[src/hdl/core_settings.svh]
`ifndef CORE_SETTINGS_SVH
`define CORE_SETTINGS_SVH

`default_nettype none

// ******************************
// core geometry
// ******************************

`define CORE_XLEN       32  // width of every operand, result and address word
`define CORE_NUM_REGS   32  // architectural integer registers x0 to x31
`define CORE_TAG_BITS   6   // reorder tag width, the counter wraps after 64 issues

// ******************************
// pipeline depth
// ******************************

`define CORE_EXU_STAGES 2   // cycles from the issue edge to the result register

`default_nettype wire

`endif

[src/hdl/issue_pkg.sv]
`include "core_settings.svh"

`default_nettype none

package issue_pkg;

    // ******************************
    // plain vector types
    // ******************************

    typedef logic [`CORE_XLEN-1:0]             data_word_t;  // operand, result or pc
    typedef logic [$clog2(`CORE_NUM_REGS)-1:0] reg_addr_t;   // architectural register index
    typedef logic [`CORE_TAG_BITS-1:0]         rob_tag_t;    // issue order tag
    typedef logic [11:0]                       imm_t;        // i-type immediate, sign extended on use

    // alu operations understood by the execution unit
    typedef enum logic [2:0] {
        ADD = 3'd0,
        SUB = 3'd1,
        AND = 3'd2,
        OR  = 3'd3,
        XOR = 3'd4,
        SLL = 3'd5,  // shift amount is the low five bits of operand b
        SRL = 3'd6,
        SLT = 3'd7   // signed compare gives 1 or 0
    } alu_op_t;

    // ******************************
    // packets
    // ******************************

    typedef struct packed {
        alu_op_t         alu_op;      // ignored for jumps which always add
        reg_addr_t [1:0] rs;          // rs[0] also feeds the branch target adder
        reg_addr_t       rd;          // x0 means no architectural result
        imm_t      [1:0] imm;         // imm[0] is the jalr offset
        logic      [1:0] imm_valid;   // per operand choice of immediate over register
        logic            jump;        // link value is pc plus 2 or 4
        logic            compressed;  // 16 bit encoding so the link step is 2
        logic            fence;       // waits for an empty pipeline
        data_word_t      pc;          // instruction address
    } decoded_instr_t;

    typedef struct packed {
        data_word_t op_a;    // first alu operand after selection
        data_word_t op_b;    // second alu operand after selection
        alu_op_t    alu_op;
        reg_addr_t  rd;
        rob_tag_t   tag;     // issue order tag handed on to the result
        data_word_t pc;
    } issue_packet_t;

    typedef struct packed {
        reg_addr_t  rd;      // register to write, x0 writes are dropped
        data_word_t data;
    } writeback_t;

    typedef struct packed {
        rob_tag_t   tag;
        reg_addr_t  rd;
        data_word_t data;
        data_word_t pc;
    } result_packet_t;

endpackage

`default_nettype wire

[src/hdl/register_file.sv]
`include "core_settings.svh"

`default_nettype none

module register_file (
    input  logic                        clk_i,
    input  logic                        rst_n_i,
    input  logic                        wb_valid_i,  // one write per cycle
    input  issue_pkg::writeback_t       wb_i,
    input  issue_pkg::reg_addr_t [1:0]  rs_i,
    output issue_pkg::data_word_t [1:0] rs_data_o
);

    import issue_pkg::*;

    data_word_t regs_q [`CORE_NUM_REGS];  // entry 0 is cleared by reset and never written

    // ******************************
    // write port
    // ******************************

    always_ff @(posedge clk_i) begin
        if (!rst_n_i) begin
            for (int r = 0; r < `CORE_NUM_REGS; r++) begin
                regs_q[r] <= '0;  // every register reads zero after reset
            end
        end else if (wb_valid_i && wb_i.rd != '0) begin
            regs_q[wb_i.rd] <= wb_i.data;  // x0 stays zero
        end
    end

    // ******************************
    // read ports
    // ******************************

    // reads see the old value in a write cycle and the scheduler forwards over them
    assign rs_data_o[0] = regs_q[rs_i[0]];
    assign rs_data_o[1] = regs_q[rs_i[1]];

endmodule

`default_nettype wire

[src/hdl/scoreboard.sv]
`include "core_settings.svh"

`default_nettype none

module scoreboard (
    input  logic                      clk_i,
    input  logic                      rst_n_i,
    input  logic                      flush_i,        // drops every pending destination
    input  logic                      issue_i,        // instruction accepted this cycle
    input  issue_pkg::decoded_instr_t instr_i,
    input  logic                      instr_valid_i,
    input  logic                      wb_valid_i,
    input  issue_pkg::writeback_t     wb_i,
    output logic                      stall_o
);

    logic [`CORE_NUM_REGS-1:0] busy_q;        // one pending write per register
    logic [1:0]                reads;         // operand really comes from the register file
    logic [1:0]                src_hazard;    // operand waits for a result not yet written
    logic                      pipeline_empty;

    // ******************************
    // busy bits
    // ******************************

    always_ff @(posedge clk_i) begin
        if (!rst_n_i || flush_i) begin
            busy_q <= '0;
        end else begin
            if (wb_valid_i) begin
                busy_q[wb_i.rd] <= 1'b0;  // result has reached the register file
            end
            if (issue_i && instr_i.rd != '0) begin
                busy_q[instr_i.rd] <= 1'b1;  // later assignment wins on a same cycle writeback
            end
        end
    end

    // ******************************
    // stall decision
    // ******************************

    always_comb begin
        reads[0] = instr_i.jump || !instr_i.imm_valid[0];   // jumps read rs1 for the target
        reads[1] = !instr_i.jump && !instr_i.imm_valid[1];  // jumps use a constant here
        for (int i = 0; i < 2; i++) begin
            // a writeback in this cycle is forwarded, so it does not hold the instruction
            src_hazard[i] = reads[i] && busy_q[instr_i.rs[i]]
                            && !(wb_valid_i && wb_i.rd == instr_i.rs[i]);
        end
    end

    assign pipeline_empty = (busy_q == '0);  // nothing left to write back

    // a fence also waits for every pending write to drain
    assign stall_o = instr_valid_i && ((|src_hazard) || (instr_i.fence && !pipeline_empty));

endmodule

`default_nettype wire

[src/hdl/scheduler.sv]
`default_nettype none

module scheduler (
    input  logic                      clk_i,
    input  logic                      rst_n_i,
    input  logic                      flush_i,
    input  logic                      instr_valid_i,    // held by the source while stalled
    input  issue_pkg::decoded_instr_t instr_i,
    input  logic                      wb_valid_i,
    input  issue_pkg::writeback_t     wb_i,
    output logic                      stall_o,          // combinational back-pressure
    output issue_pkg::data_word_t     branch_target_o,  // rs1 plus imm0 for jalr
    output logic                      issue_valid_o,
    output issue_pkg::issue_packet_t  issue_o
);

    import issue_pkg::*;

    data_word_t [1:0] rf_data;        // raw register file read data
    data_word_t [1:0] reg_op;         // register operands after forwarding
    data_word_t [1:0] imm_op;         // immediates widened to a full word
    data_word_t [1:0] operand;        // operands handed to the execution unit
    alu_op_t          alu_op;
    logic             issue;          // valid instruction without a stall
    rob_tag_t         tag_q;          // tag of the next instruction to issue
    logic             issue_valid_q;  // pipeline stage 1 valid
    issue_packet_t    issue_q;        // pipeline stage 1 payload

    // ******************************
    // register read and scoreboard
    // ******************************

    register_file rf0 (
        .clk_i      ( clk_i       ),
        .rst_n_i    ( rst_n_i     ),
        .wb_valid_i ( wb_valid_i  ),
        .wb_i       ( wb_i        ),
        .rs_i       ( instr_i.rs  ),
        .rs_data_o  ( rf_data     )
    );

    scoreboard sb0 (
        .clk_i         ( clk_i         ),
        .rst_n_i       ( rst_n_i       ),
        .flush_i       ( flush_i       ),
        .issue_i       ( issue         ),
        .instr_i       ( instr_i       ),
        .instr_valid_i ( instr_valid_i ),
        .wb_valid_i    ( wb_valid_i    ),
        .wb_i          ( wb_i          ),
        .stall_o       ( stall_o       )
    );

    always_comb begin
        for (int i = 0; i < 2; i++) begin
            imm_op[i] = data_word_t'(signed'(instr_i.imm[i]));  // sign extend the 12 bit field
            // the register file only takes the write at the next edge
            if (wb_valid_i && wb_i.rd == instr_i.rs[i] && wb_i.rd != '0) begin
                reg_op[i] = wb_i.data;
            end else begin
                reg_op[i] = rf_data[i];
            end
        end
    end

    // ******************************
    // operand selection
    // ******************************

    always_comb begin
        if (instr_i.jump) begin
            operand[0] = instr_i.pc;  // link value is pc plus the instruction size
            operand[1] = instr_i.compressed ? data_word_t'(2) : data_word_t'(4);
            alu_op     = ADD;
        end else begin
            for (int i = 0; i < 2; i++) begin
                operand[i] = instr_i.imm_valid[i] ? imm_op[i] : reg_op[i];
            end
            alu_op = instr_i.alu_op;
        end
    end

    assign branch_target_o = reg_op[0] + imm_op[0];  // meaningful only while jump is set

    // ******************************
    // tags and stage 1 register
    // ******************************

    assign issue = instr_valid_i && !stall_o;

    always_ff @(posedge clk_i) begin
        if (!rst_n_i || flush_i) begin
            tag_q         <= '0;    // numbering restarts after a flush
            issue_valid_q <= 1'b0;  // an instruction issued with the flush is dropped
        end else begin
            issue_valid_q <= issue;
            if (issue) begin
                tag_q <= tag_q + 1'b1;  // jumps take a tag too
            end
        end
    end

    always_ff @(posedge clk_i) begin
        if (issue) begin
            issue_q <= '{op_a:   operand[0],
                         op_b:   operand[1],
                         alu_op: alu_op,
                         rd:     instr_i.rd,
                         tag:    tag_q,
                         pc:     instr_i.pc};
        end
    end

    assign issue_valid_o = issue_valid_q;
    assign issue_o       = issue_q;

endmodule

`default_nettype wire

[src/hdl/int_exec_unit.sv]
`include "core_settings.svh"

`default_nettype none

module int_exec_unit (
    input  logic                      clk_i,
    input  logic                      rst_n_i,
    input  logic                      flush_i,         // kills results still in flight
    input  logic                      issue_valid_i,   // one instruction per cycle at most
    input  issue_pkg::issue_packet_t  issue_i,
    output logic                      wb_valid_o,
    output issue_pkg::writeback_t     wb_o,
    output logic                      result_valid_o,  // same event as wb_valid_o
    output issue_pkg::result_packet_t result_o
);

    import issue_pkg::*;

    localparam int unsigned EXU_REGS = `CORE_EXU_STAGES - 1;  // stage 1 sits in the scheduler

    data_word_t          alu_res;           // combinational result of the incoming packet
    logic [EXU_REGS-1:0] valid_q;           // valid bit per internal stage
    result_packet_t      res_q [EXU_REGS];  // payload per internal stage

    // ******************************
    // alu
    // ******************************

    always_comb begin
        case (issue_i.alu_op)
            ADD: alu_res = issue_i.op_a + issue_i.op_b;
            SUB: alu_res = issue_i.op_a - issue_i.op_b;
            AND: alu_res = issue_i.op_a & issue_i.op_b;
            OR:  alu_res = issue_i.op_a | issue_i.op_b;
            XOR: alu_res = issue_i.op_a ^ issue_i.op_b;
            SLL: alu_res = issue_i.op_a << issue_i.op_b[4:0];
            SRL: alu_res = issue_i.op_a >> issue_i.op_b[4:0];  // logical shift
            SLT: alu_res = data_word_t'($signed(issue_i.op_a) < $signed(issue_i.op_b));
        endcase
    end

    // ******************************
    // result stages
    // ******************************

    always_ff @(posedge clk_i) begin
        if (!rst_n_i || flush_i) begin
            valid_q <= '0;
        end else begin
            valid_q[0] <= issue_valid_i;
            for (int s = 1; s < EXU_REGS; s++) begin
                valid_q[s] <= valid_q[s-1];  // fixed latency keeps results in issue order
            end
        end
    end

    always_ff @(posedge clk_i) begin
        res_q[0] <= '{tag: issue_i.tag, rd: issue_i.rd, data: alu_res, pc: issue_i.pc};
        for (int s = 1; s < EXU_REGS; s++) begin
            res_q[s] <= res_q[s-1];
        end
    end

    // writeback and result packet come from the same final register
    assign wb_valid_o     = valid_q[EXU_REGS-1];
    assign wb_o           = '{rd: res_q[EXU_REGS-1].rd, data: res_q[EXU_REGS-1].data};
    assign result_valid_o = valid_q[EXU_REGS-1];
    assign result_o       = res_q[EXU_REGS-1];

endmodule

`default_nettype wire

[src/hdl/issue_top.sv]
`default_nettype none

module issue_top (
    input  logic                      clk_i,
    input  logic                      rst_n_i,
    input  logic                      flush_i,
    input  logic                      instr_valid_i,
    input  issue_pkg::decoded_instr_t instr_i,
    output logic                      stall_o,          // source holds instr_i while high
    output issue_pkg::data_word_t     branch_target_o,
    output logic                      result_valid_o,   // two cycles after the issue edge
    output issue_pkg::result_packet_t result_o
);

    import issue_pkg::*;

    logic          issue_valid;  // stage 1 strobe into the execution unit
    issue_packet_t issue;
    logic          wb_valid;     // stage 2 strobe back into the scheduler
    writeback_t    wb;

    // ******************************
    // issue stage
    // ******************************

    scheduler sched0 (
        .clk_i           ( clk_i           ),
        .rst_n_i         ( rst_n_i         ),
        .flush_i         ( flush_i         ),
        .instr_valid_i   ( instr_valid_i   ),
        .instr_i         ( instr_i         ),
        .wb_valid_i      ( wb_valid        ),
        .wb_i            ( wb              ),
        .stall_o         ( stall_o         ),
        .branch_target_o ( branch_target_o ),
        .issue_valid_o   ( issue_valid     ),
        .issue_o         ( issue           )
    );

    // ******************************
    // execution and writeback
    // ******************************

    int_exec_unit exu0 (
        .clk_i          ( clk_i          ),
        .rst_n_i        ( rst_n_i        ),
        .flush_i        ( flush_i        ),
        .issue_valid_i  ( issue_valid    ),
        .issue_i        ( issue          ),
        .wb_valid_o     ( wb_valid       ),  // feeds register file, scoreboard and forwarding
        .wb_o           ( wb             ),
        .result_valid_o ( result_valid_o ),
        .result_o       ( result_o       )
    );

endmodule

`default_nettype wire

[config.mk]
export PLATFORM = sky130hd
export DESIGN_NAME = issue_top
export DESIGN_NICKNAME = d
export VERILOG_FILES = /design/src/hdl/issue_pkg.sv /design/src/hdl/register_file.sv /design/src/hdl/scoreboard.sv /design/src/hdl/scheduler.sv /design/src/hdl/int_exec_unit.sv /design/src/hdl/issue_top.sv
export VERILOG_INCLUDE_DIRS = /design/src /design/src/hdl
export SDC_FILE = /design/constraint.sdc
export NUM_CORES = 2
export LEC_CHECK = 0
export BUFFER_PORTS_ARGS = -buffer_cell sky130_fd_sc_hd__buf_2
export CAP_MARGIN = 20
export CORE_UTILIZATION = 40
export DETAILED_ROUTE_END_ITERATION = 10
export PLACE_DENSITY = 0.58
export SYNTH_ARGS = -nofsm -noshare
export SYNTH_HDL_FRONTEND = slang
export SYNTH_SLANG_ARGS = --single-unit
[constraint.sdc]
create_clock -name clk_i -period 9.4 [get_ports clk_i]
set_input_delay 1.41 -clock clk_i [delete_from_list [all_inputs] [get_ports clk_i]]
set_output_delay 1.41 -clock clk_i [all_outputs]
set_load 0.05 [all_outputs]
==> impl_metrics.ini <==
[synthesis]
synth_area_leaders = edfxtp_1, mux4_2, and2_1, dfxtp_1, ha_1
synth.distinct_cells = 78
yosys_warnings = 0
synth_ff_type = edfxtp_1
synth.top_cell.area_share_pct = 46.9
syn_area_mm2 = 0.0726
netlist_instances = 5296
yosysTopAreaCell = edfxtp_1
synth_edf_count = 1134
ys_ff_latch = 1249
async_flop_share_pct = 0
seq_area_frac_synth_pct = 50.1
synth_area_per_cell_um2 = 13.7

[finish]
fill_cells = 15955
layout.nets = 5550
final_cell_mix = edfxtp_1, and2_1, mux4_2
drive_gt1_share_pct = 25.6
layout_commonest_cell = edfxtp_1
finish.instance_area_mm2 = 0.0813
syn_to_final_growth_pct = 11.9

[placement]
post-place-ws_ps = 805
placed_area_mm2 = 0.0768
routabilityCongestion = 1.01
dpl.hpwl_mm = 169
port_buffers = 191

[pwr]
cellPowerDensity_mw_per_mm2 = 191
p_leak_nw = 29.4
vdd_drop_max_mv = 0.122

[sta]
final_max_slew_viol_count = 0
slew-limit-headroom_pct = 21.6
rsz0062_at_grt = no
worst_slack_ps = 686
finalHoldViolations = 0
skew_ps = 25.1
tns_ps = 0
final.min_clock_period_ps = 8710
fin_crit_sh_pct = 92.7
worst_pin_slew_ps = 1160
finalSetupViolCount = 0
fmax_ghz = 0.115

[critical_path]
critical-path-top-delay-family = compound AO/OA/AOI/OAI gates
cpMaxStageDelayCell = xnor2_1
startpoint_type = input port
r2r_cells = 11
crit_required_ps = 7990
crit_type = in2out
cp_cell_sequence = buf_8, buf_4, mux4_2, mux4_2, mux2i_1, nor2_1, a21oi_1, inv_1, ha_1, nand3_1, a21boi_0, o311ai_0, o21ai_0, a21boi_0, o21bai_1, a21oi_1, xnor2_1, buf_2
cp_num_buf_inv = 4
crit_arrival_ps = 7300
crit_path_end_kind = output port
crit_path_max_incr_delay_ps = 690
crit_fanout = 40
cp_num_cells = 18

[grt]
grt_pass1_vias = 49497
grt_use_total_pct = 30.3
antenna_found_initial = 34
grt_start_max_net_pins = 125
grt_pass1_wl_mm = 390
grt-ovfl-total = 0

[route]
wl_per_cell_um = 35.9
drc = 0
drtIter0Drc = 7190
postRouteWirelength_mm = 281
first_pass_iters = 6
num_vias = 50793
via_per_inst = 6.50
ant_nets = 0

[worst_hold_path]
hp-class = reg2reg
hold_depth = 0

[floorplanning]
fp.coreArea_mm2 = 0.181
fp.dieArea_mm2 = 0.183
die_w_um = 428
die_h_um = 428
io_pins = 192
row_count = 156
start_util_pct = 40.2

[clock_network]
clk_latency_ps = 810
ctsResizeCount = 0
cts_setup_buffers = 0
clkTransAtPathRegs_ps = 60
cts_tree = yes
clockBufferDepth = 3
ctsHoldBuffers = 0
clock-sinks = 1249
cts-root-buf = clkbuf_16
htree_levels = 4
cts_inserted_buffers = 140

[run_status]
status = completed

[job]
maxCapViolations = 0
[registers in the layout, indices dropped and copies added (netlist names)]
| name | cells |
|---|---|
| sched0.rf0.regs_q | 1024 |
| sched0.issue_o | 110 |
| exu0.res_q | 75 |
| sched0.sb0.busy_q | 32 |
| sched0.tag_q | 6 |
| exu0.result_valid_o | 1 |
| sched0.issue_valid_o | 1 |
[area by class of cell]
| class | instances | area (µm²) | share of cell area, % |
|---|---|---|---|
| Antenna cell | 5 | 12.5 | 0.0154 |
| Clock buffer | 181 | 3780 | 4.65 |
| Clock inverter | 73 | 676 | 0.831 |
| Inverter | 128 | 483 | 0.594 |
| Multi-Input combinational cell | 3439 | 34500 | 42.5 |
| Sequential cell | 1249 | 36400 | 44.7 |
| Tap cell | 2370 | 2970 | 3.65 |
| Timing Repair Buffer | 373 | 2500 | 3.08 |
[worst paths after layout]
| kind | startpoint | endpoint | slack [ps] |
|---|---|---|---|
| setup / recovery | instr_i[66] | branch_target_o[21] | 690 |
| hold / removal | sched0.issue_o[23] | exu0.res_q[0][23] | 330 |
| setup reg to reg | sched0.issue_o[47] | exu0.res_q[0][63] | 4180 |
| hold reg to reg | sched0.issue_o[23] | exu0.res_q[0][23] | 330 |
[routing by layer]
metal  routed length [µm]  track usage (%)  up-vias
met5                   69                0        -
met4                14600             14.8       12
met3                29100             6.52      691
met2               134000             49.3     3358
met1               103000             38.4    26273
li1                     -                -    20459
[power breakdown]
part	internal, mW	switching, mW
Clock	3.15	2.36
Combinational	1.10	2.43
Sequential	6.31	0.183
[through the flow]
step                power [mW]  utilization, %  cells  hold slack (ps)
floorplan                 8.74               -   5327              323
global placement          10.1            42.5   7557              324
detailed placement        10.1            42.5   7559              327
CTS                       15.5            45.0   7813              327
global route              15.9            45.0   7813              336
finish                    15.5            45.0   7818              331
[cells by family (layout without fill, tap and decap cells)]
logic type / after synthesis / in the layout / synth area share [%]
adder cells (fa/ha/maj): 136 / 136 / 2.37
XOR/XNOR: 55 / 55 / 0.663
AND/OR/NAND/NOR: 1619 / 1619 / 12.6
other: 1 / 37 / 0.00516
buffers and inverters: 639 / 755 / 3.42
AO/OA/AOI/OAI: 738 / 738 / 6.43
multiplexers: 859 / 859 / 24.4
flip-flops: 1249 / 1249 / 50.1
[Yosys cell counts (14+ instances only)]
cell,count
edfxtp_1,1134
and2_1,1000
mux4_2,731
clkbuf_1,410
nor2_1,227
o21ai_0,226
a21oi_1,162
nand2_1,159
ha_1,133
inv_1,126
mux2i_1,119
dfxtp_1,115
buf_2,64
o211ai_1,50
nand3_1,40
xnor2_1,38
nor3_1,36
buf_1,35
a211oi_1,33
o22ai_1,33
a21o_1,30
a22oi_1,30
nor4_1,23
nand4_1,22
a31oi_1,19
nor2b_1,18
nand2b_1,17
xor2_1,17
a221oi_1,16
and3_1,14
Note: power is estimated with default switching activity, not from simulation.
